[src/common/rv_isa_pkg.sv]
package rv_isa_pkg;

    // machine word, register index and instruction word.
    typedef logic [63:0] xlen_t;
    typedef logic [4:0]  reg_idx_t;
    typedef logic [31:0] inst_t;

    // major opcodes of the supported subset.
    localparam logic [6:0] OPC_OP     = 7'b0110011;
    localparam logic [6:0] OPC_OP_IMM = 7'b0010011;
    localparam logic [6:0] OPC_LUI    = 7'b0110111;
    localparam logic [6:0] OPC_AUIPC  = 7'b0010111;

    localparam logic [2:0] F3_ADD_SUB = 3'b000;
    localparam logic [2:0] F3_SLL     = 3'b001;
    localparam logic [2:0] F3_SLT     = 3'b010;
    localparam logic [2:0] F3_SLTU    = 3'b011;
    localparam logic [2:0] F3_XOR     = 3'b100;
    localparam logic [2:0] F3_SRL_SRA = 3'b101;
    localparam logic [2:0] F3_OR      = 3'b110;
    localparam logic [2:0] F3_AND     = 3'b111;

    localparam logic [6:0] F7_BASE = 7'b0000000;
    localparam logic [6:0] F7_ALT  = 7'b0100000;

    // rv64 immediate shifts carry a 6-bit shamt, so only funct6 is checked.
    localparam logic [5:0] F6_BASE = 6'b000000;
    localparam logic [5:0] F6_SRA  = 6'b010000;

    // codes follow the mcause numbering.
    typedef enum logic [3:0] {
        TRAP_NONE    = 4'd0,
        TRAP_ILLEGAL = 4'd2
    } trap_e;

    localparam xlen_t RESET_PC = 64'h0000_0000_3000_0000;

endpackage

[src/common/pipe_pkg.sv]
package pipe_pkg;

    import rv_isa_pkg::*;

    typedef enum logic [3:0] {
        ALU_ADD,
        ALU_SUB,
        ALU_SLL,
        ALU_SLT,
        ALU_SLTU,
        ALU_XOR,
        ALU_SRL,
        ALU_SRA,
        ALU_OR,
        ALU_AND,
        ALU_PASS_B
    } alu_op_e;

    typedef enum logic [1:0] {
        SRC_A_RS1,
        SRC_A_PC,
        SRC_A_ZERO
    } src_a_e;

    typedef enum logic {
        SRC_B_RS2,
        SRC_B_IMM
    } src_b_e;

    // decoded instruction as it sits between decode and execute.
    typedef struct packed {
        logic     valid;
        trap_e    trap;
        reg_idx_t rd;
        reg_idx_t rs1;
        reg_idx_t rs2;
        logic     wb_en;
        alu_op_e  alu_op;
        src_a_e   src_a;
        src_b_e   src_b;
        xlen_t    imm;
        xlen_t    rs1_val;
        xlen_t    rs2_val;
        xlen_t    pc;
        inst_t    inst;
    } id_exe_t;

    typedef struct packed {
        logic     valid;
        trap_e    trap;
        reg_idx_t rd;
        logic     wb_en;
        xlen_t    result;
        xlen_t    pc;
    } exe_ret_t;

    localparam id_exe_t ID_EXE_BUBBLE = '{
        valid: 1'b0, trap: TRAP_NONE, rd: '0, rs1: '0, rs2: '0, wb_en: 1'b0,
        alu_op: ALU_ADD, src_a: SRC_A_RS1, src_b: SRC_B_RS2, imm: '0,
        rs1_val: '0, rs2_val: '0, pc: RESET_PC, inst: '0
    };

    localparam exe_ret_t EXE_RET_BUBBLE = '{
        valid: 1'b0, trap: TRAP_NONE, rd: '0, wb_en: 1'b0, result: '0, pc: RESET_PC
    };

endpackage

[src/hw/exe_ret_reg.sv]
`timescale 1ns/1ps

module exe_ret_reg import pipe_pkg::*; (
    input  logic     clk,
    input  logic     rst,
    input  logic     enable,
    input  exe_ret_t d,
    output exe_ret_t q
);

    always_ff @(posedge clk or posedge rst) begin
        if (rst) begin
            q <= EXE_RET_BUBBLE;
        end else if (enable) begin
            q <= d;
        end
    end

endmodule

[config.mk]
export PLATFORM = sky130hd
export DESIGN_NAME = exe_ret_reg
export DESIGN_NICKNAME = d
export VERILOG_FILES = /design/src/common/rv_isa_pkg.sv /design/src/common/pipe_pkg.sv /design/src/hw/exe_ret_reg.sv
export SDC_FILE = /design/constraint.sdc
export NUM_CORES = 1
export LEC_CHECK = 0
export BUFFER_PORTS_ARGS = -buffer_cell sky130_fd_sc_hd__buf_2
export CELL_PAD_IN_SITES_DETAIL_PLACEMENT = 0
export CELL_PAD_IN_SITES_GLOBAL_PLACEMENT = 1
export CORE_MARGIN = 4
export CORE_UTILIZATION = 39
export CTS_BUF_LIST = sky130_fd_sc_hd__clkbuf_4
export CTS_CLUSTER_DIAMETER = 120
export DETAILED_ROUTE_END_ITERATION = 10
export PLACE_DENSITY = 0.86
export SYNTH_ARGS = -nofsm -noshare
export SYNTH_HDL_FRONTEND = slang
export SYNTH_SLANG_ARGS = --single-unit
[constraint.sdc]
create_clock -name clk -period 14.7 [get_ports clk]
set_clock_uncertainty 0.15 [all_clocks]
set_input_delay 2.94 -clock clk [delete_from_list [all_inputs] [get_ports clk]]
set_output_delay 2.94 -clock clk [all_outputs]
set_load 0.01 [all_outputs]
==> flow_metrics.tcl, run 1 <==
set metrics [dict create \
    synth_top_area_share_pct 65.9 \
    final_core_util_pct 54.5 \
    whs_path_depth 1 \
    setup_viol 0 \
    r2r_start "q[99]$_DFFE_PP0P_" \
    numPortBuffers 280 \
    maxCapViolations 0 \
    layout.nets 722 \
    die_h_um 123 \
    ctsHoldBuffers 0 \
    cts.path.max_buffers 2 \
    vias 3523 \
    ys_warn_count 0 \
    dr.pass1.iters 4 \
    root_buffer "clkbuf_4" \
    cp.arrival_ns 4.88 \
    period_share_pct 31.4 \
    fp.dieW_um 123 \
    met3WireLength_mm 1.26 \
    antenna_found_initial 0 \
    synth_ff_type "dfrtp_1" \
    crit_path_end_kind "register" \
    drc 0 \
    netlist_instances 294 \
    gp_congestion 0.703 \
    r2r_setup_slack_ns 13.76 \
    cts_num_sinks 139 \
    insertedDiodeCount 0 \
    grt_pass1_wl_mm 18.9 \
    power_density_nw_per_um2 120 \
    worstPathRequired_ns 14.97 \
    ant_nets 0 \
    worst_pin_slew_ns 0.933 \
    reg_top3 "q x139" \
    path_class "primary input to register" \
    first_global_vias 3790 \
    ys_ff_latch 139 \
    synth.largest_area_cell "dfrtp_1" \
    cts_tree "done" \
    relSlewSlack_pct 37.8 \
    timing.setup.tns_ns 0 \
    largest-register "q" \
    grt_max_degree 79 \
    reg2reg_to "q[99]$_DFFE_PP0P_" \
    numCtsBuffers 17 \
    grt_setup_unrepaired "false" \
    synth.net_count 436 \
    finalMaxSlewViolations 0 \
    power.leakage_uw 0.00345 \
    cts.htree.levels 4 \
    synthTopCellsByCount "mux2_2 (139), dfrtp_1 (137), buf_6 (11)" \
    netlist_area_um2 5200 \
    wl_per_cell_um 16.3 \
    via_per_inst 4.61 \
    grt.total_usage_pct 16.4 \
    synth_area_leaders "dfrtp_1 (66%), mux2_2 (30%), buf_6 (2.4%)" \
    hold_start "q[109]$_DFFE_PP0P_" \
    r2r_cells 1 \
    dp_hpwl_mm 9.39 \
    post_cts_resized 0 \
    drive_above_1_share_pct 76.7 \
    start_kind "primary input" \
    die_area_um2 15200 \
    hold_violations 0 \
    syn_area_per_cell_um2 17.7 \
    async_flop_share_pct 100 \
    fin_cells 764 \
    routed_wl_mm 12.5 \
    crit_fanout 78 \
    clkTransAtPathRegs_ns 0.12 \
    rows 41 \
    ir_drop_mv 0.0586 \
    maxUsedRoutingLayer "met4" \
    worst_hold_path.endpoint "q[109]$_DFFE_PP0P_" \
    core_area_um2 12800 \
    timing.hold.ws_ns 0.361 \
    max_freq_mhz 217 \
    outcome "finished clean" \
    hold_class "register to register" \
    drtIter0Drc 118 \
    yosysSeqAreaShare_pct 67.0 \
    largest_reg_flops 139 \
    dr_wl_met2_mm 6.50 \
    synth_edf_count 0 \
    io_pins 281 \
    start_util_pct 40.5 \
    synth.most_common_cell "mux2_2" \
    grt_overflow 0 \
    wl_met1_mm 4.38 \
    syn2layout_area_growth_pct 34.6 \
    ys_types 7 \
    period_minus_slack_ns 4.62 \
    place_inst 733 \
    clk_latency_ns 0.51 \
    cts_setup_buffers 0 \
]
-- final cells by class --
class,count,area (um^2)
flip-flops and latches,139,3480
inverters,1,8.76
well taps,172,215
multi-input cells,139,1570
clock buffers,17,128
clock inverters,14,179
fillers,1109,5830
repair buffers,282,1420
-- cells in the final DEF (no fill, tap or decap), drive strengths merged --
cell	instances
clkinvlp	4
dfrtp	137
clkbuf	17
clkinv	6
mux2	139
dfstp	2
inv	1
buf	282
bufinv	4
-- routing by layer --
layer	GRT usage (%)	vias to the layer above
li1	-	1609
met1	17.1	1720
met2	28.4	171
met3	7.69	23
met4	6.78	0
met5	0	-
-- logic make-up after synthesis --
logic type / Yosys count / synth area share, %
muxes: 139 / 30.1
DFF: 139 / 67.0
buffers and inverters: 16 / 2.94
-- worst max path at each step --
| stage | startpoint | endpoint | slack (ns) | cells past startpoint |
|---|---|---|---|---|
| after floorplan | rst | q[0]$_DFFE_PP0P_ | 7.89 | 1 |
| after global placement | enable | q[52]$_DFFE_PP0P_ | 9.59 | 3 |
| after detailed placement | enable | q[48]$_DFFE_PP0P_ | 9.53 | 3 |
| after CTS | enable | q[82]$_DFFE_PP0P_ | 10.15 | 3 |
| after global routing | enable | q[60]$_DFFE_PP0P_ | 10.04 | 3 |
| final | enable | q[48]$_DFFE_PP0P_ | 10.08 | 3 |
-- critical path, cell delays in order --
cell    delay, ns
buf_4        0.58
buf_4        0.86
mux2_2       0.42
-- metrics by stage --
step / cell area (um^2) / total power [uW] / setup slack, ns
global route: 7000 / 888 / 10.04
CTS: 7000 / 858 / 10.15
detailed placement: 6690 / 588 / 9.53
floorplan: 5200 / 519 / 7.89
finish: 7000 / 842 / 10.08
global placement: 6690 / 583 / 9.59
-- power breakdown --
| part | switching, uW | internal [uW] | total, uW |
|---|---|---|---|
| logic | 65.9 | 72.6 | 138 |
| registers | 18.2 | 421 | 439 |
| clock network | 133 | 132 | 265 |
Note: power is estimated with default switching activity, not from simulation.
==> inputs of run 2 (changes only) <==
--- a/config.mk
+++ b/config.mk
@@ -9,11 +9,11 @@
 export CELL_PAD_IN_SITES_DETAIL_PLACEMENT = 0
 export CELL_PAD_IN_SITES_GLOBAL_PLACEMENT = 1
 export CORE_MARGIN = 4
-export CORE_UTILIZATION = 39
+export CORE_UTILIZATION = 33
 export CTS_BUF_LIST = sky130_fd_sc_hd__clkbuf_4
 export CTS_CLUSTER_DIAMETER = 120
 export DETAILED_ROUTE_END_ITERATION = 10
-export PLACE_DENSITY = 0.86
+export PLACE_DENSITY = 0.77
 export SYNTH_ARGS = -nofsm -noshare
 export SYNTH_HDL_FRONTEND = slang
 export SYNTH_SLANG_ARGS = --single-unit
==> constraint.sdc (replaced) <==
create_clock -name clk -period 3.9 [get_ports clk]
set_clock_uncertainty 0.15 [all_clocks]
set_input_delay 0.78 -clock clk [delete_from_list [all_inputs] [get_ports clk]]
set_output_delay 0.78 -clock clk [all_outputs]
set_load 0.01 [all_outputs]
==> run 2 against run 1 <==
Global-route usage is 2.2 points lower. Non-clock buffer count is 4 higher. Power grew to 3.5 times the previous value. Sequential share of layout area is 0.12 points lower. Critical path depth is 2 lower. Clock power grew to 2.9 times the previous value. Worst setup slack worse by 8.3 ns. Core utilization is 8.8 points lower. Critical path type is now register to output port. Critical endpoint is now q[28]. Largest cell class unchanged. Largest power group unchanged.
==> flow_metrics.tcl, run 2 (synthesis gave the netlist of run 1 again) <==
set metrics [dict create \
    outcome "finished clean" \
    dr.pass1.iters 4 \
    post_cts_resized 0 \
    timing.setup.tns_ns 0 \
    core_area_um2 15300 \
    p_int_uw 2140 \
    ctsHoldBuffers 0 \
    slowest_delay_ns 0.54 \
    routed_wl_mm 12.4 \
    mostFrequentLayoutCells "buf_2 (279), mux2_2 (139), dfrtp_1 (137), clkbuf_4 (22)" \
    reg_top3 "q x139" \
    numPortBuffers 280 \
    ir_drop_mv 0.233 \
    die_area_um2 17800 \
    power_switching_uw 807 \
    clkPwrFrac_pct 26.1 \
    cts_setup_buffers 0 \
    critPathSlowestCell "dfstp_2" \
    r2r_setup_slack_ns 2.97 \
    worst-path-buf-inv 1 \
    r2r_cells 1 \
    grt.total_usage_pct 14.1 \
    grt_setup_unrepaired "false" \
    finalMaxSlewViolations 0 \
    path_delay_family "flip-flops" \
    clkTransAtPathRegs_ns 0.11 \
    path_class "register to output port" \
    grt_pass1_wl_mm 19.9 \
    first_global_vias 3873 \
    clk_latency_ns 0.52 \
    via_per_inst 4.37 \
    crit_fanout 2 \
    period_share_pct 54.3 \
    relSlewSlack_pct 42.8 \
    final_core_util_pct 45.8 \
    grt_overflow 0 \
    vias 3527 \
    grt_max_degree 67 \
    largest-register "q" \
    die_h_um 134 \
    layout.nets 726 \
    worstPathRequired_ns 2.97 \
    maxCapViolations 0 \
    rows 45 \
    pwr-share-comb_pct 17.8 \
    worst_pin_slew_ns 0.857 \
    root_buffer "clkbuf_4" \
    power_uw 2950 \
    cts_tree "done" \
    wl_per_cell_um 15.4 \
    drtIter0Drc 80 \
    r2r_start "q[14]$_DFFE_PP0P_" \
    crit_path_end_kind "output port" \
    numCtsBuffers 17 \
    hold_class "primary input to asynchronous set/reset pin" \
    final_common_cell "buf_2" \
    io_pins 281 \
    start_kind "register" \
    gp_congestion 0.749 \
    antenna_found_initial 0 \
    reg2reg_to "q[14]$_DFFE_PP0P_" \
    cts.path.max_buffers 2 \
    cp.arrival_ns 1.19 \
    cts.htree.levels 4 \
    largest_reg_flops 139 \
    switching_share_pct 27.4 \
    fp.dieW_um 134 \
    hold_violations 0 \
    max_freq_mhz 472 \
    path_cells "buf_2" \
    dp_hpwl_mm 9.49 \
    setup_viol 0 \
    power.leakage_uw 0.00344 \
    power_density_nw_per_um2 420 \
    start_util_pct 33.9 \
    syn2layout_area_growth_pct 34.9 \
    cts_num_sinks 139 \
    ant_nets 0 \
    drc 0 \
    drive_above_1_share_pct 76.7 \
    period_minus_slack_ns 2.12 \
    insertedDiodeCount 0 \
    seqPwrFrac_pct 56.1 \
]
==> run 2: cell types whose count changed in the layout (fill, tap and decap cells not counted), sizes merged <==
cell    previous run  this run
clkbuf            17        22
buf              282       286
bufinv             4         0
clkinv             6         7
inv                1         0
==> run 2: per-stage QoR <==
stage / cells / setup WS (ns) / instance area (um^2) / hold slack [ns]
3_3_place_gp: 776 / 1.60 / 6790 / 0.335
2_1_floorplan: 294 / 1.24 / 5200 / 0.401
4_1_cts: 808 / 1.69 / 7010 / 0.223
6_report: 808 / 1.78 / 7010 / 0.257
5_1_grt: 808 / 1.68 / 7010 / 0.252
3_5_place_dp: 776 / 1.55 / 6790 / 0.340
==> run 2: routing by layer <==
metal | wire [um] | track usage [%]
met5 | 0 | 0
met4 | 306 | 6.40
met3 | 1240 | 6.27
met2 | 6190 | 23.5
met1 | 4680 | 15.7
==> run 2: worst max path at each step <==
stage	startpoint	end	slack, ns	cells after the start
final	q[28]$_DFFE_PP1P_	q[28]	1.78	1
after CTS	q[29]$_DFFE_PP1P_	q[29]	1.69	1
after floorplan	rst	q[0]$_DFFE_PP0P_	1.24	1
after detailed placement	enable	q[132]$_DFFE_PP0P_	1.55	3
after global placement	enable	q[0]$_DFFE_PP0P_	1.60	3
after global routing	q[28]$_DFFE_PP1P_	q[28]	1.68	1
==> run 2: layout make-up <==
cell class,instances,area [um^2]
Sequential cell,139,3480
Inverter,1,7.51
Tap cell,211,264
Multi-Input combinational cell,139,1570
Clock inverter,10,55.1
Timing Repair Buffer,286,1470
Fill cell,1439,8300
Clock buffer,22,165
==> run 2: power groups by stage <==
stage	Clock (uW)	Sequential [uW]	Combinational (uW)
5_1_grt	871	1670	573
3_3_place_gp	0	1680	526
3_5_place_dp	0	1680	539
4_1_cts	816	1660	538
6_report	768	1650	525
2_1_floorplan	0	1750	204
