File: config.mk
export PLATFORM = sky130hd
export DESIGN_NAME = inst_decoder
export DESIGN_NICKNAME = d
export VERILOG_FILES = /design/src/common/rv_isa_pkg.sv /design/src/common/pipe_pkg.sv /design/src/hw/decode/inst_decoder.sv
export SDC_FILE = /design/constraint.sdc
export NUM_CORES = 1
export LEC_CHECK = 0
export BUFFER_PORTS_ARGS = -buffer_cell sky130_fd_sc_hd__buf_2
export CORE_AREA = 8 8 156 158
export DETAILED_ROUTE_END_ITERATION = 8
export DIE_AREA = 0 0 164 166
export PLACE_DENSITY_LB_ADDON = 0.3
export SYNTH_ARGS = -nofsm -noshare
export SYNTH_HDL_FRONTEND = slang
export SYNTH_SLANG_ARGS = --single-unit
File: constraint.sdc
create_clock -name vclk -period 4.7
set_clock_uncertainty 0.1 [all_clocks]
set_input_delay 0.705 -clock vclk [all_inputs]
set_output_delay 0.705 -clock vclk [all_outputs]
set_load 0.005 [all_outputs]
File: src/common/rv_isa_pkg.sv
package rv_isa_pkg;

    // machine word, register index and instruction word.
    typedef logic [63:0] xlen_t;
    typedef logic [4:0]  reg_idx_t;
    typedef logic [31:0] inst_t;

    // major opcodes of the supported subset.
    localparam logic [6:0] OPC_OP     = 7'b0110011;
    localparam logic [6:0] OPC_OP_IMM = 7'b0010011;
    localparam logic [6:0] OPC_LUI    = 7'b0110111;
    localparam logic [6:0] OPC_AUIPC  = 7'b0010111;

    localparam logic [2:0] F3_ADD_SUB = 3'b000;
    localparam logic [2:0] F3_SLL     = 3'b001;
    localparam logic [2:0] F3_SLT     = 3'b010;
    localparam logic [2:0] F3_SLTU    = 3'b011;
    localparam logic [2:0] F3_XOR     = 3'b100;
    localparam logic [2:0] F3_SRL_SRA = 3'b101;
    localparam logic [2:0] F3_OR      = 3'b110;
    localparam logic [2:0] F3_AND     = 3'b111;

    localparam logic [6:0] F7_BASE = 7'b0000000;
    localparam logic [6:0] F7_ALT  = 7'b0100000;

    // rv64 immediate shifts carry a 6-bit shamt, so only funct6 is checked.
    localparam logic [5:0] F6_BASE = 6'b000000;
    localparam logic [5:0] F6_SRA  = 6'b010000;

    // codes follow the mcause numbering.
    typedef enum logic [3:0] {
        TRAP_NONE    = 4'd0,
        TRAP_ILLEGAL = 4'd2
    } trap_e;

    localparam xlen_t RESET_PC = 64'h0000_0000_3000_0000;

endpackage

File: src/common/pipe_pkg.sv
package pipe_pkg;

    import rv_isa_pkg::*;

    typedef enum logic [3:0] {
        ALU_ADD,
        ALU_SUB,
        ALU_SLL,
        ALU_SLT,
        ALU_SLTU,
        ALU_XOR,
        ALU_SRL,
        ALU_SRA,
        ALU_OR,
        ALU_AND,
        ALU_PASS_B
    } alu_op_e;

    typedef enum logic [1:0] {
        SRC_A_RS1,
        SRC_A_PC,
        SRC_A_ZERO
    } src_a_e;

    typedef enum logic {
        SRC_B_RS2,
        SRC_B_IMM
    } src_b_e;

    // decoded instruction as it sits between decode and execute.
    typedef struct packed {
        logic     valid;
        trap_e    trap;
        reg_idx_t rd;
        reg_idx_t rs1;
        reg_idx_t rs2;
        logic     wb_en;
        alu_op_e  alu_op;
        src_a_e   src_a;
        src_b_e   src_b;
        xlen_t    imm;
        xlen_t    rs1_val;
        xlen_t    rs2_val;
        xlen_t    pc;
        inst_t    inst;
    } id_exe_t;

    typedef struct packed {
        logic     valid;
        trap_e    trap;
        reg_idx_t rd;
        logic     wb_en;
        xlen_t    result;
        xlen_t    pc;
    } exe_ret_t;

    localparam id_exe_t ID_EXE_BUBBLE = '{
        valid: 1'b0, trap: TRAP_NONE, rd: '0, rs1: '0, rs2: '0, wb_en: 1'b0,
        alu_op: ALU_ADD, src_a: SRC_A_RS1, src_b: SRC_B_RS2, imm: '0,
        rs1_val: '0, rs2_val: '0, pc: RESET_PC, inst: '0
    };

    localparam exe_ret_t EXE_RET_BUBBLE = '{
        valid: 1'b0, trap: TRAP_NONE, rd: '0, wb_en: 1'b0, result: '0, pc: RESET_PC
    };

endpackage

File: src/hw/decode/inst_decoder.sv
`timescale 1ns/1ps

module inst_decoder import rv_isa_pkg::*, pipe_pkg::*; (
    input  inst_t   inst,
    input  logic    valid,
    input  xlen_t   pc,
    output id_exe_t dec
);

    logic [6:0] opcode;
    logic [2:0] funct3;
    logic [6:0] funct7;
    logic [5:0] funct6;
    xlen_t      i_imm;
    xlen_t      u_imm;
    logic       illegal;
    alu_op_e    op_sel;

    assign opcode = inst[6:0];
    assign funct3 = inst[14:12];
    assign funct7 = inst[31:25];
    assign funct6 = inst[31:26];
    assign i_imm  = {{52{inst[31]}}, inst[31:20]};
    assign u_imm  = {{32{inst[31]}}, inst[31:12], 12'b0};

    // plain operation selected by funct3 alone.
    function automatic alu_op_e base_op(input logic [2:0] f3);
        case (f3)
            F3_SLL:     return ALU_SLL;
            F3_SLT:     return ALU_SLT;
            F3_SLTU:    return ALU_SLTU;
            F3_XOR:     return ALU_XOR;
            F3_SRL_SRA: return ALU_SRL;
            F3_OR:      return ALU_OR;
            F3_AND:     return ALU_AND;
            default:    return ALU_ADD;
        endcase
    endfunction

    always_comb begin
        illegal = 1'b0;
        op_sel  = base_op(funct3);
        dec     = ID_EXE_BUBBLE;
        case (opcode)
            OPC_OP: begin
                if (funct7 == F7_ALT) begin
                    if (funct3 == F3_ADD_SUB) begin
                        op_sel = ALU_SUB;
                    end else if (funct3 == F3_SRL_SRA) begin
                        op_sel = ALU_SRA;
                    end else begin
                        illegal = 1'b1;
                    end
                end else if (funct7 != F7_BASE) begin
                    illegal = 1'b1;
                end
            end
            OPC_OP_IMM: begin
                dec.src_b = SRC_B_IMM;
                dec.imm   = i_imm;
                if (funct3 == F3_SLL && funct6 != F6_BASE) begin
                    illegal = 1'b1;
                end
                if (funct3 == F3_SRL_SRA) begin
                    if (funct6 == F6_SRA) begin
                        op_sel = ALU_SRA;
                    end else if (funct6 != F6_BASE) begin
                        illegal = 1'b1;
                    end
                end
            end
            OPC_LUI: begin
                dec.src_a = SRC_A_ZERO;
                dec.src_b = SRC_B_IMM;
                dec.imm   = u_imm;
                op_sel    = ALU_PASS_B;
            end
            OPC_AUIPC: begin
                dec.src_a = SRC_A_PC;
                dec.src_b = SRC_B_IMM;
                dec.imm   = u_imm;
                op_sel    = ALU_ADD;
            end
            default: illegal = 1'b1;
        endcase

        dec.valid  = valid;
        dec.trap   = (valid && illegal) ? TRAP_ILLEGAL : TRAP_NONE;
        dec.rd     = inst[11:7];
        dec.rs1    = inst[19:15];
        dec.rs2    = inst[24:20];
        // x0 is never a write target, which also keeps it out of the bypass.
        dec.wb_en  = valid && !illegal && (inst[11:7] != '0);
        dec.alu_op = op_sel;
        dec.pc     = pc;
        dec.inst   = inst;
    end

endmodule

==> results of run 1 <==
area by class of cell:
class,instances,area share
inverter,2,0.003494
multi-input combinational,206,0.4648
tap,285,0.1660
timing repair buffer,156,0.3658
how the worst min path moves through the flow:
| stage | end | startpoint | slack (ns) |
|---|---|---|---|
| after floorplan | dec[289] | inst[5] | 1.35 |
| after global placement | dec[34] | pc[2] | 1.31 |
| after detailed placement | dec[34] | pc[2] | 1.31 |
| after CTS | dec[34] | pc[2] | 1.31 |
| after global routing | dec[89] | pc[57] | 1.31 |
| final | dec[49] | pc[17] | 1.31 |
through the flow:
step	instances	utilization	hold slack [ns]
after floorplan	489	-	1.352
after global placement	649	0.09725	1.310
after detailed placement	649	0.09725	1.310
after CTS	649	0.09725	1.310
after global routing	649	0.09725	1.310
final	649	0.09725	1.310
per-layer routing:
metal  share of wire  wire (µm)  vias to the layer above  track usage
li1                -          -                      736            -
met2            0.49       3905                      154      0.08932
met4           0.048        381                        0      0.02293
met1            0.34       2689                      679      0.05228
met3            0.13       1026                       40      0.01264
met5               0          0                        -            0
synthesized netlist by cell type (2+ instances only):
library cell | count | area (µm²)
buf_4 | 275 | 2064
a21o_1 | 19 | 142.6
and2_1 | 13 | 81.33
nor2_1 | 5 | 18.77
a21oi_1 | 4 | 20.02
clkbuf_1 | 4 | 15.01
nand2_1 | 4 | 15.01
nor3_1 | 4 | 20.02
o21ai_0 | 4 | 20.02
nor4_1 | 3 | 18.77
buf_2 | 2 | 10.01
inv_1 | 2 | 7.510
nand2b_1 | 2 | 12.51
worst max-delay path: stages:
cell	delay, ns
buf_2	0.10
or3b_1	0.48
nor4_2	0.25
buf_4	0.22
and2_1	0.64
a21o_1	0.16
buf_2	0.12
logic make-up after synthesis:
kind of cell / after synthesis
AO/OA/AOI/OAI: 32
XOR/XNOR: 2
buffers and inverters: 283
multiplexers: 1
other: 1
AND/OR/NAND/NOR: 40
where the power goes:
group          switching (mW)  total (mW)  internal, mW
Combinational          0.0732       0.110        0.0372
Sequential                  0           0             0
Clock                       0           0             0
Total                  0.0732       0.110        0.0372
==> out/metrics.yaml, run 1 <==
cp-startpoint: "inst[3]"
tightest_slew_ns: 0.9266
synth_seq_area_share: 0
endpoint: "dec[236]"
power_density_mw_per_mm2: 51.41
crit_path_end_kind: "primary output"
synth_mux_area_frac: 0.004337
layout-drive-gt1-share: 0.4451
rsz0062_at_grt: "no"
wl_per_cell_um: 12.33
cap_violations: 0
synth-simple-area-share: 0.09060
first_global_vias: 1634
pre_cts_slack_ns: 1.158
max-slew-margin-rel: 0.3823
maxSlewViolCount: 0
final_common_cell: "buf_2"
dp_hpwl_um: 7409
port_buffers: 154
grt_antenna_before_repair: 0
gp_congestion: 0.6319
grt_max_degree: 34
cp-start-kind: "primary input"
ctsResizeCount: 0
synth.cell_area_mm2: 0.002596
placed_area_mm2: 0.002148
crit_fanout: 20
syn_area_per_cell_um2: 7.232
irDropWorstVdd_uv: 15.78
grt_usage: 0.04942
report.final.hold_viol_count: 0
die_w_um: 164
ctsHoldBuffers: 0
fmax_mhz: 285.6
layout_common_cells: "154 x buf_2, 131 x conb_1, 19 x a21o_1, 13 x and2_1, 5 x nor2_1"
vias: 1609
outcome: "complete, no violations"
drtIter0Drc: 31
synth_top_family_by_area: "buffers and inverters"
drc: 0
power_uw: 110.4
start_util: 0.1175
synth_xor_area_frac: 0.006747
fillCellCount: 2615
nNetsFinal: 463
io_pins: 413
synth_adder_area_share: 0
hold_depth: 0
drt-pass1-iter-count: 4
fin_crit_sh: 0.7450
core_area_mm2: 0.02209
seq_area_um2: 0
core.rowCount: 55
dieArea_mm2: 0.02722
syn_to_final_growth_pct: -17.25
required_ns: 3.89
clkbuf_count: 0
post_cts_buffers: 0
finalWirelength_um: 8002
power_leakage_nw: 1.497
fin_ws_ns: 1.199
grt_pass1_wl_um: 10690
syn_inst: 359
setup_violations: 0
arrival_ns: 2.70
grt_overflow: 0
period_needed_ns: 3.501
routed_via_density: 2.479
synth_cell_types: 31
hold_class: "in -> out"
design_area_mm2: 0.002148
die_h_um: 166
n_antenna_cell: 0
seq_cell_count: 0
tns_ns: 0
antenna_left: 0
crit_type: "in -> out"
synth_warnings: 0
synth_compound_area_frac: 0.08916
multi_input_area_um2: 998.5
Power figures use the tool's default switching activity.
==> run 2: changes to the inputs <==
Settings changed: ABC_AREA set to 1.
Clock period 4.7 ns to 3.2 ns, I/O delays scaled along.
==> run 2 against run 1 <==
  * Utilization increased by 0.70 points
  * Highest routed layer unchanged
  * Die area unchanged
  * Wire length increased by 17%
  * Sequential share of layout area unchanged
  * Count of clock-buffer cells in the layout unchanged
  * First-iteration DRC count increased by 32%
  * Critical endpoint is now dec[287]
  * Via count increased by 19%
  * Non-clock buffer count unchanged
  * Synthesized area increased by 7.2%
  * Sequential cell count unchanged
  * Worst setup slack got worse by 0.35 ns
  * Combinational power increased by 56%
==> out/metrics.yaml, run 2 <==
seq_area_um2: 0  # unchanged
layout_common_cells: "154 x buf_2, 131 x conb_1, 33 x nand2_1, 31 x nor2_1, 25 x inv_1"  # was 154 x buf_2, 131 x conb_1, 19 x a21o_1, 13 x and2_1, 5 x nor2_1
layout-drive-gt1-share: 0.4186  # was 0.4451
irDropWorstVdd_uv: 16.93  # was 15.78 µV
cap_violations: 0  # unchanged
ctsResizeCount: 0  # unchanged
synth_cell_types: 22  # was 31
drc: 0  # unchanged
seq_cell_count: 0  # unchanged
antenna_left: 0  # unchanged
finalWirelength_um: 9366  # was 8002 µm
cp-start-kind: "primary input"  # unchanged
synth_adder_area_share: 0  # unchanged
core_area_mm2: 0.02209  # unchanged
report.final.hold_viol_count: 0  # unchanged
n_antenna_cell: 0  # unchanged
multi_input_area_mm2: 0.001042  # was 998.5 µm²
synth_most_common_cell: "buf_4"  # unchanged
setup_violations: 0  # unchanged
grt_overflow: 0  # unchanged
ctsHoldBuffers: 0  # unchanged
synth_seq_area_share: 0  # unchanged
drt-pass1-iter-count: 4  # unchanged
synth.cell_area_mm2: 0.002784  # was 0.002596 mm²
rsz0062_at_grt: "no"  # unchanged
hold_class: "in -> out"  # unchanged
syn_inst: 424  # was 359
syn_to_final_growth_pct: -17.26  # was -17.25%
required_ns: 2.62  # was 3.89 ns
path_cells: "buf_2 > inv_2 > nor2_1 > nand3_2 > a21oi_2 > buf_4 > buf_2"  # was buf_2 > or3b_1 > nor4_2 > buf_4 > and2_1 > a21o_1 > buf_2
dieArea_mm2: 0.02722  # unchanged
synth.top_cell.area_share: 0.7416  # was 0.7952
synth-simple-area-share: 0.1501  # was 0.09060
period_needed_ns: 2.355
nNetsFinal: 529  # was 463
synth_xor_area_frac: 0  # was 0.006747
fin_util: 0.1043  # was 0.09725
syn_area_per_cell_um2: 6.566  # was 7.232 µm²
fillCellCount: 2641  # was 2615
grt_pass1_wl_um: 12080  # was 10690 µm
cpMostUsedCell: "buf_2"  # unchanged
synth_common_cells: "275 x buf_4, 33 x nand2_1, 31 x nor2_1, 25 x inv_1"  # was 275 x buf_4, 19 x a21o_1, 13 x and2_1, 5 x nor2_1
die_w_um: 164  # unchanged
power_uw: 172.2  # was 110.4 µW
holdWs_ns: 0.8600  # was 1.310 ns
crit_path_end_kind: "primary output"  # unchanged
clkbuf_count: 0  # unchanged
wl_per_cell_um: 13.10  # was 12.33 µm
grt_antenna_before_repair: 0  # unchanged
synth_top_family_by_area: "buffers and inverters"  # unchanged
vias: 1912  # was 1609
power_leakage_nw: 1.600  # was 1.497 nW
core.rowCount: 55  # unchanged
first_global_vias: 1877  # was 1634
crit_fanout: 33  # was 20
maxSlewViolCount: 0  # unchanged
power_density_mw_per_mm2: 74.77  # was 51.41 mW/mm²
outcome: "complete, no violations"  # unchanged
dp_hpwl_um: 8703  # was 7409 µm
slowest_stage: "nand3_2"  # was and2_1
post_cts_buffers: 0  # unchanged
start_util: 0.1260  # was 0.1175
synth_compound_area_frac: 0.04629  # was 0.08916
grt_usage: 0.05795  # was 0.04942
final_common_cell: "buf_2"  # unchanged
slowest_delay_ns: 0.32  # was 0.64 ns
grt_max_degree: 34  # unchanged
tns_ns: 0  # unchanged
port_buffers: 154  # unchanged
die_h_um: 166  # unchanged
fmax_mhz: 424.6
gp_congestion: 0.6523  # was 0.6319
synth_mux_area_frac: 0  # was 0.004337
fin_crit_sh: 0.7360
synth_warnings: 0  # unchanged
io_pins: 413  # unchanged
synthTopCellsByArea: "buf_4 74%, nand2_1 4.4%, nor2_1 4.2%"  # was buf_4 80%, a21o_1 5.5%, and2_1 3.1%
arrival_ns: 1.78  # was 2.70 ns
synth_top_area_cell: "buf_4"  # unchanged
routed_via_density: 2.674  # was 2.479
drtIter0Drc: 41  # was 31
crit_type: "in -> out"  # unchanged
-- run 2: cell types whose count changed in the layout (fill, tap and decap cells not counted), moves of 2 or more --
cell and change:
nand3_2 +2, inv_1 +23, o21ai_0 +8, inv_2 +5
nand2_1 +29, nor3_1 -2, nand2_2 +6, nand2b_1 -2
nor4_1 -2, and2_1 -13, o21ai_2 +5, a21o_1 -19
nand3_1 +11, nor2_1 +26
-- run 2: worst paths after layout --
check / startpoint / to / slack [ns] / depth (start not counted)
worst max-delay path: inst[2] / dec[287] / 0.84 / 7
worst min-delay path: pc[0] / dec[32] / 0.86 / 0
-- run 2: cell families after synthesis --
logic type	Yosys count
buffers and inverters	311
and+or+nand+nor	90
other	1
AOI/OAI and AO/OA	22
-- run 2: per-layer routing --
metal | vias up | GRT usage | wire [µm]
met5 | - | 0 | 0
met4 | 0 | 0.01858 | 319
met3 | 26 | 0.02677 | 1704
met2 | 193 | 0.1104 | 4508
met1 | 807 | 0.05272 | 2833
li1 | 886 | - | -
-- run 2: report_power, final --
group	leakage, nW	total, mW	switching, mW	internal (mW)
clock	0	0	0	0
combinational	1.60	0.172	0.117	0.0550
sequential	0	0	0	0
total	1.60	0.172	0.117	0.0550
-- run 2: layout make-up --
type                       count  share of cell area
multi-input combinational    243              0.4525
inverter                      31             0.05160
tap                          285              0.1548
timing repair buffer         156              0.3411
-- run 2: metrics by stage --
stage / setup WS [ns] / instance area [µm²] / std cells
2_1_floorplan: 0.1056 / 3272 / 554
3_3_place_gp: 0.8314 / 2303 / 715
3_5_place_dp: 0.7837 / 2303 / 715
4_1_cts: 0.7812 / 2303 / 715
5_1_grt: 0.6858 / 2303 / 715
6_report: 0.8447 / 2303 / 715
-- run 2: worst max-delay path: cells and delay by family --
kind	cells	cell delay, ns
buffers and inverters	4	0.58
and+or+nand+nor	2	0.47
AOI/OAI and AO/OA	1	0.23
