--- config.mk ---
export PLATFORM = sky130hd
export DESIGN_NAME = operand_bypass
export DESIGN_NICKNAME = d
export VERILOG_FILES = /design/src/common/rv_isa_pkg.sv /design/src/common/pipe_pkg.sv /design/src/hw/decode/operand_bypass.sv
export SDC_FILE = /design/constraint.sdc
export NUM_CORES = 1
export LEC_CHECK = 0
export BUFFER_PORTS_ARGS = -buffer_cell sky130_fd_sc_hd__buf_2
export CAP_MARGIN = 20
export CORE_AREA = 3 3 405 407
export DETAILED_ROUTE_END_ITERATION = 8
export DIE_AREA = 0 0 408 410
export SETUP_SLACK_MARGIN = 0.5
export SYNTH_ARGS = -nofsm -noshare
export SYNTH_HDL_FRONTEND = slang
export SYNTH_SLANG_ARGS = --single-unit
--- constraint.sdc ---
create_clock -name vclk -period 1.28
set_input_delay 0.192 -clock vclk [all_inputs]
set_output_delay 0.192 -clock vclk [all_outputs]
set_load 0.02 [all_outputs]
--- src/common/rv_isa_pkg.sv ---
package rv_isa_pkg;

    // machine word, register index and instruction word.
    typedef logic [63:0] xlen_t;
    typedef logic [4:0]  reg_idx_t;
    typedef logic [31:0] inst_t;

    // major opcodes of the supported subset.
    localparam logic [6:0] OPC_OP     = 7'b0110011;
    localparam logic [6:0] OPC_OP_IMM = 7'b0010011;
    localparam logic [6:0] OPC_LUI    = 7'b0110111;
    localparam logic [6:0] OPC_AUIPC  = 7'b0010111;

    localparam logic [2:0] F3_ADD_SUB = 3'b000;
    localparam logic [2:0] F3_SLL     = 3'b001;
    localparam logic [2:0] F3_SLT     = 3'b010;
    localparam logic [2:0] F3_SLTU    = 3'b011;
    localparam logic [2:0] F3_XOR     = 3'b100;
    localparam logic [2:0] F3_SRL_SRA = 3'b101;
    localparam logic [2:0] F3_OR      = 3'b110;
    localparam logic [2:0] F3_AND     = 3'b111;

    localparam logic [6:0] F7_BASE = 7'b0000000;
    localparam logic [6:0] F7_ALT  = 7'b0100000;

    // rv64 immediate shifts carry a 6-bit shamt, so only funct6 is checked.
    localparam logic [5:0] F6_BASE = 6'b000000;
    localparam logic [5:0] F6_SRA  = 6'b010000;

    // codes follow the mcause numbering.
    typedef enum logic [3:0] {
        TRAP_NONE    = 4'd0,
        TRAP_ILLEGAL = 4'd2
    } trap_e;

    localparam xlen_t RESET_PC = 64'h0000_0000_3000_0000;

endpackage

--- src/common/pipe_pkg.sv ---
package pipe_pkg;

    import rv_isa_pkg::*;

    typedef enum logic [3:0] {
        ALU_ADD,
        ALU_SUB,
        ALU_SLL,
        ALU_SLT,
        ALU_SLTU,
        ALU_XOR,
        ALU_SRL,
        ALU_SRA,
        ALU_OR,
        ALU_AND,
        ALU_PASS_B
    } alu_op_e;

    typedef enum logic [1:0] {
        SRC_A_RS1,
        SRC_A_PC,
        SRC_A_ZERO
    } src_a_e;

    typedef enum logic {
        SRC_B_RS2,
        SRC_B_IMM
    } src_b_e;

    // decoded instruction as it sits between decode and execute.
    typedef struct packed {
        logic     valid;
        trap_e    trap;
        reg_idx_t rd;
        reg_idx_t rs1;
        reg_idx_t rs2;
        logic     wb_en;
        alu_op_e  alu_op;
        src_a_e   src_a;
        src_b_e   src_b;
        xlen_t    imm;
        xlen_t    rs1_val;
        xlen_t    rs2_val;
        xlen_t    pc;
        inst_t    inst;
    } id_exe_t;

    typedef struct packed {
        logic     valid;
        trap_e    trap;
        reg_idx_t rd;
        logic     wb_en;
        xlen_t    result;
        xlen_t    pc;
    } exe_ret_t;

    localparam id_exe_t ID_EXE_BUBBLE = '{
        valid: 1'b0, trap: TRAP_NONE, rd: '0, rs1: '0, rs2: '0, wb_en: 1'b0,
        alu_op: ALU_ADD, src_a: SRC_A_RS1, src_b: SRC_B_RS2, imm: '0,
        rs1_val: '0, rs2_val: '0, pc: RESET_PC, inst: '0
    };

    localparam exe_ret_t EXE_RET_BUBBLE = '{
        valid: 1'b0, trap: TRAP_NONE, rd: '0, wb_en: 1'b0, result: '0, pc: RESET_PC
    };

endpackage

--- src/hw/decode/operand_bypass.sv ---
`timescale 1ns/1ps

module operand_bypass import rv_isa_pkg::*, pipe_pkg::*; (
    input  id_exe_t  dec,
    input  xlen_t    rf_rd1,
    input  xlen_t    rf_rd2,
    input  exe_ret_t exe_fwd,
    input  exe_ret_t ret_q,
    output id_exe_t  issue
);

    // the instruction in execute is younger than the one in retire, so it wins.
    function automatic xlen_t pick(
        input reg_idx_t src,
        input xlen_t    rf_val,
        input exe_ret_t younger,
        input exe_ret_t older
    );
        if (younger.valid && younger.wb_en && younger.rd == src) begin
            return younger.result;
        end else if (older.valid && older.wb_en && older.rd == src) begin
            return older.result;
        end
        return rf_val;
    endfunction

    always_comb begin
        issue         = dec;
        issue.rs1_val = pick(dec.rs1, rf_rd1, exe_fwd, ret_q);
        issue.rs2_val = pick(dec.rs2, rf_rd2, exe_fwd, ret_q);
    end

endmodule

==> results of run 1 <==
per-layer routing:
layer	part of all wire	GRT usage	up-vias
li1	-	-	3861
met1	0.36	0.121	4269
met2	0.43	0.177	837
met3	0.14	0.0696	296
met4	0.061	0.0540	34
met5	0.0023	0.00144	-
cell type report:
class / instances / area share
timing repair buffer: 737 / 0.454
multi-input combinational: 547 / 0.374
tap: 2160 / 0.168
antenna: 20 / 0.00311
through the flow:
stage,cells,setup WS (ns),instance area (sq um),total power [mW]
floorplan,829,-0.217,6700,2.36
global placement,3360,-1.16,12100,3.88
detailed placement,3360,-1.08,12100,3.88
CTS,3427,-0.875,15100,4.99
global route,3460,-0.898,16100,5.48
finish,3464,-0.820,16100,5.20
power breakdown:
| group | switching [mW] | internal, mW |
|---|---|---|
| Sequential | 0 | 0 |
| Combinational | 2.76 | 2.44 |
| Clock | 0 | 0.00000210 |
| Total | 2.76 | 2.44 |
layout by cell type, fill, tap and decap left out, types with 3 or more instances in the layout:
master	n
xnor2_4	9
a31oi_2	6
buf_2	269
xnor2_2	9
nand3_1	67
a31oi_4	94
a31oi_1	28
o21ai_4	13
buf_12	89
nor3_2	47
clkbuf_16	3
buf_16	24
o21ai_1	63
buf_4	174
buf_6	147
o21ai_2	49
nor3_4	20
or2_4	4
o21ai_0	3
nand3_2	41
nor3_1	61
diode_2	20
nand3_4	22
buf_8	30
timing repair:
item,in CTS,in global routing
hold buffers,0,0
gates cloned,20,4
setup buffers,47,13
pin swaps,59,30
endpoints found under the setup margin,138,130
gates resized for setup,488,139
critical path, stage by stage:
cell	delay, ns
buf_6	0.10
buf_12	0.13
xor2_1	0.17
buf_4	0.15
nor2_4	0.14
buf_12	0.22
nand3_1	0.22
a31oi_4	0.24
buf_4	0.15
buf_12	0.14
logic make-up (layout without fill, tap and decap cells):
group                     Yosys count  in the layout  share of synthesized area
AOI/OAI and AO/OA                 256            256                      0.292
buffers and inverters             282            737                      0.392
and+or+nand+nor                   271            271                      0.281
xor gates and xnor gates           20             20                     0.0355
other                               0             20                          0
how the worst max path moves through the flow:
stage	slack, ns	cells past startpoint	endpoint
finish	-0.82	10	issue[190]
global route	-0.90	10	issue[203]
CTS	-0.87	11	issue[184]
detailed placement	-1.08	9	issue[127]
global placement	-1.16	9	issue[127]
floorplan	-0.22	6	issue[182]
==> out/summary.txt, run 1 <==
CP endpoint kind = primary output
Post-synth top cells = buf_4, nand3_1, a31oi_1, nor3_1, o21ai_1
Row Count = 147
synthesized area per cell = 5.96 sq um
worst setup margin = -0.820 ns
Period minus WS final = 2.10 ns
synth warn = 0
PortBufs = 418
RSZ-0062 raised after global routing = yes
DR vias = 9297
first-pass GRT wire length = 120000 microns
most frequent cell after synthesis = buf_4
Total Die Area = 167000 sq um
initial antenna violation count = 120
grt ovf = 0
Post-Synthesis Cells = 829
status = finished, violations left
Critical Path AT = 1.91 ns
final layout net count = 2008
max-cap viol count = 0
Synth top area share = 0.292
largest net degree at the start of global routing = 36
RePlAce Congestion = 0.836
routed vias/inst = 2.68
hold wc startpoint = dec[0]
fin. max-slew vios = 0
CP Launch Point = dec[301]
layout cells sized above 1 = 0.824
DR iter-0 viols = 423
mapped cell area = 4940 sq um
Worst-Margin Slew = 0.420 ns
WL per Instance = 29.5 microns
fmax = 476 MHz
P_leak = 5.29 nW
Hold Path End = issue[0]
power per cell area = 323 nW/um^2
Residual DRC = 0
Synth area leaders = buf_4, a31oi_1, nand3_1, nor3_1, o21ai_1
Hold WS = 0.384 ns
failing checks = negative setup slack
gr usage total = 0.114
Die Ht = 410 microns
Synth Net Count = 1551
sequential cell count = 0
hpwl dp = 85000 microns
# clk buffers = 0
Area Overhead vs Synth = 226%
Final period util = 1.64
fillers = 18600
TNS Setup = -92.44 ns
Worst Path Required = 1.09 ns
CP Class = input port to primary output
sequential area share after synthesis = 0
antenna viol nets, final = 0
Worst Path Max Fanout = 35
Die X = 408 microns
Max-Slew Margin vs Limit = 0.718
Peak VDD IR = 0.171 mV
Seq. cell area = 0 sq um
Synth area leader = buf_4
I/O pins = 1038
Startpoint Class = input port
DRT Wirelength = 102000 microns
Initial Util = 0.0308
footprint of the multi-input gates = 6020 sq um
Final Util = 0.100
count of cell types in the netlist = 18
worst hold path depth = 0
Final Hold Violating Endpoints = 0
vias in the first global route = 9443
Final setup viols = 128
router iterations before antenna repair = 5
core region area = 161000 sq um
Hold Crit Class = input port to primary output
Note: power is estimated with default switching activity, not from simulation.
==> run 2, diff against run 1 <==
--- a/config.mk
+++ b/config.mk
@@ -7,9 +7,12 @@
 export LEC_CHECK = 0
 export BUFFER_PORTS_ARGS = -buffer_cell sky130_fd_sc_hd__buf_2
 export CAP_MARGIN = 20
+export CELL_PAD_IN_SITES_DETAIL_PLACEMENT = 1
+export CELL_PAD_IN_SITES_GLOBAL_PLACEMENT = 1
 export CORE_AREA = 3 3 405 407
 export DETAILED_ROUTE_END_ITERATION = 8
 export DIE_AREA = 0 0 408 410
+export PLACE_DENSITY_LB_ADDON = 0.1
 export SETUP_SLACK_MARGIN = 0.5
 export SYNTH_ARGS = -nofsm -noshare
 export SYNTH_HDL_FRONTEND = slang
==> run 2 against run 1 <==
  * The flow still finishes with violations (negative setup slack)
  * Global-route usage fell by 3.5 points
  * Final cell count fell by 2.5%
  * First-iteration DRC count fell by 39%
  * Die area did not move
  * Wire length fell by 30%
  * Largest power group unchanged
  * Highest routed layer unchanged
==> out/summary.txt, run 2 (synthesis results as in run 1) <==
status = finished, violations left
failing checks = negative setup slack
Final Hold Violating Endpoints = 0
I/O pins = 1038
PortBufs = 418
Period minus WS final = 2.05 ns
fillers = 18800
Place WS = -1.26 ns
worst setup margin = -0.772 ns
final instance area = 15700 sq um
Max-Slew Margin vs Limit = 0.669
core region area = 161000 sq um
sequential cell count = 0
most frequent cells in the layout = buf_2, buf_6, buf_4, a31oi_4, nand3_1
Residual DRC = 0
Total Die Area = 167000 sq um
Final period util = 1.60
Post-CTS Hold Buffers = 0
met3 Resource Use GR = 0.0241
placed inst area = 11200 sq um
initial antenna violation count = 37
Startpoint Class = input port
footprint of the multi-input gates = 6660 sq um
# clk buffers = 0
largest net degree at the start of global routing = 27
DR iter-0 viols = 259
RePlAce Congestion = 0.703
gr usage total = 0.0785
hpwl dp = 53200 microns
Initial Util = 0.0308
first-pass GRT wire length = 90300 microns
Worst-Margin Slew = 0.496 ns
Peak VDD IR = 0.0783 mV
Critical Path AT = 1.86 ns
RSZ-0062 raised after global routing = yes
Die X = 408 microns
routed vias/inst = 2.47
fin. max-slew vios = 0
CP endpoint kind = primary output
P_leak = 4.83 nW
power per cell area = 306 nW/um^2
Hold Crit Class = input port to primary output
vias in the first global route = 9527
most common cell after layout, fill and taps aside = buf_2
DRT Wirelength = 71500 microns
max-cap viol count = 0
Die Ht = 410 microns
M1 GR Usage = 0.0886
DR vias = 8325
GRT busiest layer = met2
Row Count = 147
final layout net count = 1924
CP Class = input port to primary output
Final setup viols = 128
layout cells sized above 1 = 0.848
Worst Path Max Fanout = 8
Area Overhead vs Synth = 218%
Worst Path Required = 1.09 ns
fmax = 487 MHz
Seq. cell area = 0 sq um
WL per Instance = 21.2 microns
grt ovf = 0
met2 global-route usage = 0.143
router iterations before antenna repair = 4
antenna viol nets, final = 0
==> run 2: path summary, 6_finish.rpt <==
| check | cells past startpoint | to | slack, ns | start |
|---|---|---|---|---|
| worst max-delay path | 10 | issue[133] | -0.77 | dec[299] |
| worst min-delay path | 0 | issue[225] | 0.38 | dec[225] |
==> run 2: timing repair <==
action	CTS	global route
setup endpoints to repair	135	135
setup buffers	30	6
gates resized for setup	496	194
pin swaps	36	38
cloned	20	6
==> run 2: metrics by stage <==
| step | power, mW | TNS (ns) | hold slack (ns) | util | std cells |
|---|---|---|---|---|---|
| floorplan | 2.36 | -21.49 | 0.497 | - | 829 |
| global placement | 3.56 | -124.73 | 0.384 | 0.0700 | 3298 |
| detailed placement | 3.51 | -122.57 | 0.384 | 0.0700 | 3298 |
| CTS | 4.59 | -96.35 | 0.384 | 0.0903 | 3348 |
| global route | 5.12 | -101.30 | 0.384 | 0.0975 | 3362 |
| finish | 4.81 | -90.39 | 0.384 | 0.0977 | 3376 |
==> run 2: worst max-delay path, cell delays in order <==
cell     delay [ns]
buf_6          0.11
buf_12         0.12
xnor2_2        0.19
and4_4         0.38
buf_12         0.17
buf_16         0.15
buf_12         0.11
nand3_4        0.07
a31oi_4        0.19
buf_6          0.14
==> run 2: layout make-up <==
class / instances / share of cell area
multi-input combinational: 547 / 0.424
timing repair buffer: 653 / 0.401
tap: 2160 / 0.172
antenna: 16 / 0.00255
==> run 2: power breakdown <==
group          internal (mW)   total, mW  switching (mW)  leakage, nW
Combinational           2.20        4.81            2.61         4.83
Clock             0.00000167  0.00000167               0     0.000101
Sequential                 0           0               0            0
==> run 2: layer usage <==
layer	part of all wire	vias up	routed length, microns
li1	-	3709	-
met1	0.39	4016	28000
met2	0.50	407	35600
met3	0.078	165	5560
met4	0.031	28	2190
met5	0.0026	-	184
==> run 3, diff against run 2 <==
--- a/config.mk
+++ b/config.mk
@@ -9,9 +9,9 @@
 export CAP_MARGIN = 20
 export CELL_PAD_IN_SITES_DETAIL_PLACEMENT = 1
 export CELL_PAD_IN_SITES_GLOBAL_PLACEMENT = 1
-export CORE_AREA = 3 3 405 407
+export CORE_AREA = 3 3 401 403
 export DETAILED_ROUTE_END_ITERATION = 8
-export DIE_AREA = 0 0 408 410
+export DIE_AREA = 0 0 404 406
 export PLACE_DENSITY_LB_ADDON = 0.1
 export SETUP_SLACK_MARGIN = 0.5
 export SYNTH_ARGS = -nofsm -noshare
==> constraint.sdc (replaced) <==
create_clock -name vclk -period 2.3
set_input_delay 0.345 -clock vclk [all_inputs]
set_output_delay 0.345 -clock vclk [all_outputs]
set_load 0.02 [all_outputs]
==> run 3 against run 2 <==
  * The run still ends with negative setup slack left
  * Die area shrank 1.9%
  * Wire length shrank 10%
  * Sequential cell count is the same
  * Non-clock buffer count shrank 42
  * Clock-buffer cell count is the same
  * Largest power group unchanged
  * Highest routed layer unchanged
==> out/summary.txt, run 3 (synthesis results as in run 1) <==
status = finished, violations left
failing checks = negative setup slack
fin. max-slew vios = 0
Worst-Margin Slew = 0.481 ns
Clock power frac = 0
P_int = 1.09 mW
core region area = 158000 sq um
worst-path cell chain = buf_8 -> buf_6 -> xnor2_4 -> nand4_1 -> buf_6 -> or2_4 -> buf_12 -> buf_12 -> a31oi_1 -> buf_4
PortBufs = 418
# clk buffers = 0
DR iter-0 viols = 212
Critical-path top delay cell = xnor2_4
sequential cell count = 0
Die X = 404 microns
hpwl dp = 52200 microns
WL per Instance = 19.8 microns
sw power = 1.29 mW
worst setup margin = -0.258 ns
Worst Path Max Fanout = 9
Max-Slew Margin vs Limit = 0.677
Startpoint Class = input port
TNS Setup = -21.65 ns
power per cell area = 175 nW/um^2
CP max stage delay = 0.32 ns
first-pass GRT wire length = 83100 microns
Row Count = 146
Critical Path AT = 2.21 ns
Final period util = 1.11
Sw Share = 0.543
Peak VDD IR = 0.0601 mV
Worst Path Required = 1.96 ns
I/O pins = 1038
DRT Wirelength = 64400 microns
Die Ht = 406 microns
CP bufs+invs = 6
P_leak = 4.16 nW
most frequent cells in the layout = buf_2, buf_6, nand3_1, buf_4, a31oi_4
Residual DRC = 0
CP Launch Point = exe_fwd[133]
fmax = 391 MHz
Final Util = 0.0863
gr usage total = 0.0736
initial antenna violation count = 46
Total Die Area = 164000 sq um
largest net degree at the start of global routing = 31
Post-CTS Hold Buffers = 0
Final Hold Violating Endpoints = 0
Hold Crit Class = input port to primary output
Area Overhead vs Synth = 176%
Seq. cell area = 0 sq um
Combinational Power Share = 1.000
max-cap viol count = 0
grt ovf = 0
CP Class = input port to primary output
most common cell after layout, fill and taps aside = buf_2
CP delay by family, top = buffers and inverters
RePlAce Congestion = 0.763
DR vias = 8077
Final setup viols = 124
final layout net count = 1882
RSZ-0062 raised after global routing = yes
layout cells sized above 1 = 0.760
Initial Util = 0.0313
Flop pwr share = 0
hold wc startpoint = dec[12]
routed vias/inst = 2.49
Period minus WS final = 2.56 ns
antenna viol nets, final = 0
vias in the first global route = 9181
router iterations before antenna repair = 4
CP endpoint kind = primary output
## run 3: power groups by stage
stage	sequential [mW]	clock, mW	combinational (mW)
global placement	0	0	1.80
finish	0	0.000000876	2.38
detailed placement	0	0	1.78
CTS	0	0	2.38
floorplan	0	0	1.09
global route	0	0.000000236	2.56
## run 3: through the flow
stage	setup slack, ns	power (mW)	std cells	hold slack, ns	cell area (sq um)
2_1_floorplan	0.457	1.09	829	0.803	4940
3_3_place_gp	-1.45	1.80	3189	0.690	9300
3_5_place_dp	-1.42	1.78	3189	0.690	9300
4_1_cts	-0.298	2.38	3220	0.690	12800
5_1_grt	-0.368	2.56	3235	0.690	13600
6_report	-0.258	2.38	3247	0.690	13600
## run 3: cell type report
class              instances  area, sq um
well taps               2072         2590
diodes                    17         42.5
fillers                18800       144000
multi-input cells        547         5610
repair buffers           611         5380
## run 3: worst paths after layout
check | endpoint | slack [ns] | cells after the start
worst max-delay path | issue[154] | -0.26 | 10
worst min-delay path | issue[12] | 0.69 | 0
## run 3: what timing repair did
action,CTS,global route
buffers inserted,24,5
endpoints found under the setup margin,128,128
pin swaps,26,24
cloned,7,5
resized for setup,590,107
## run 3: metal layers
metal,up-vias,global-route usage,wire [microns]
met2,427,0.121,29400
met5,-,0,161
li1,3593,-,-
met4,30,0.0194,1910
met1,3909,0.0883,26600
met3,118,0.0300,6360
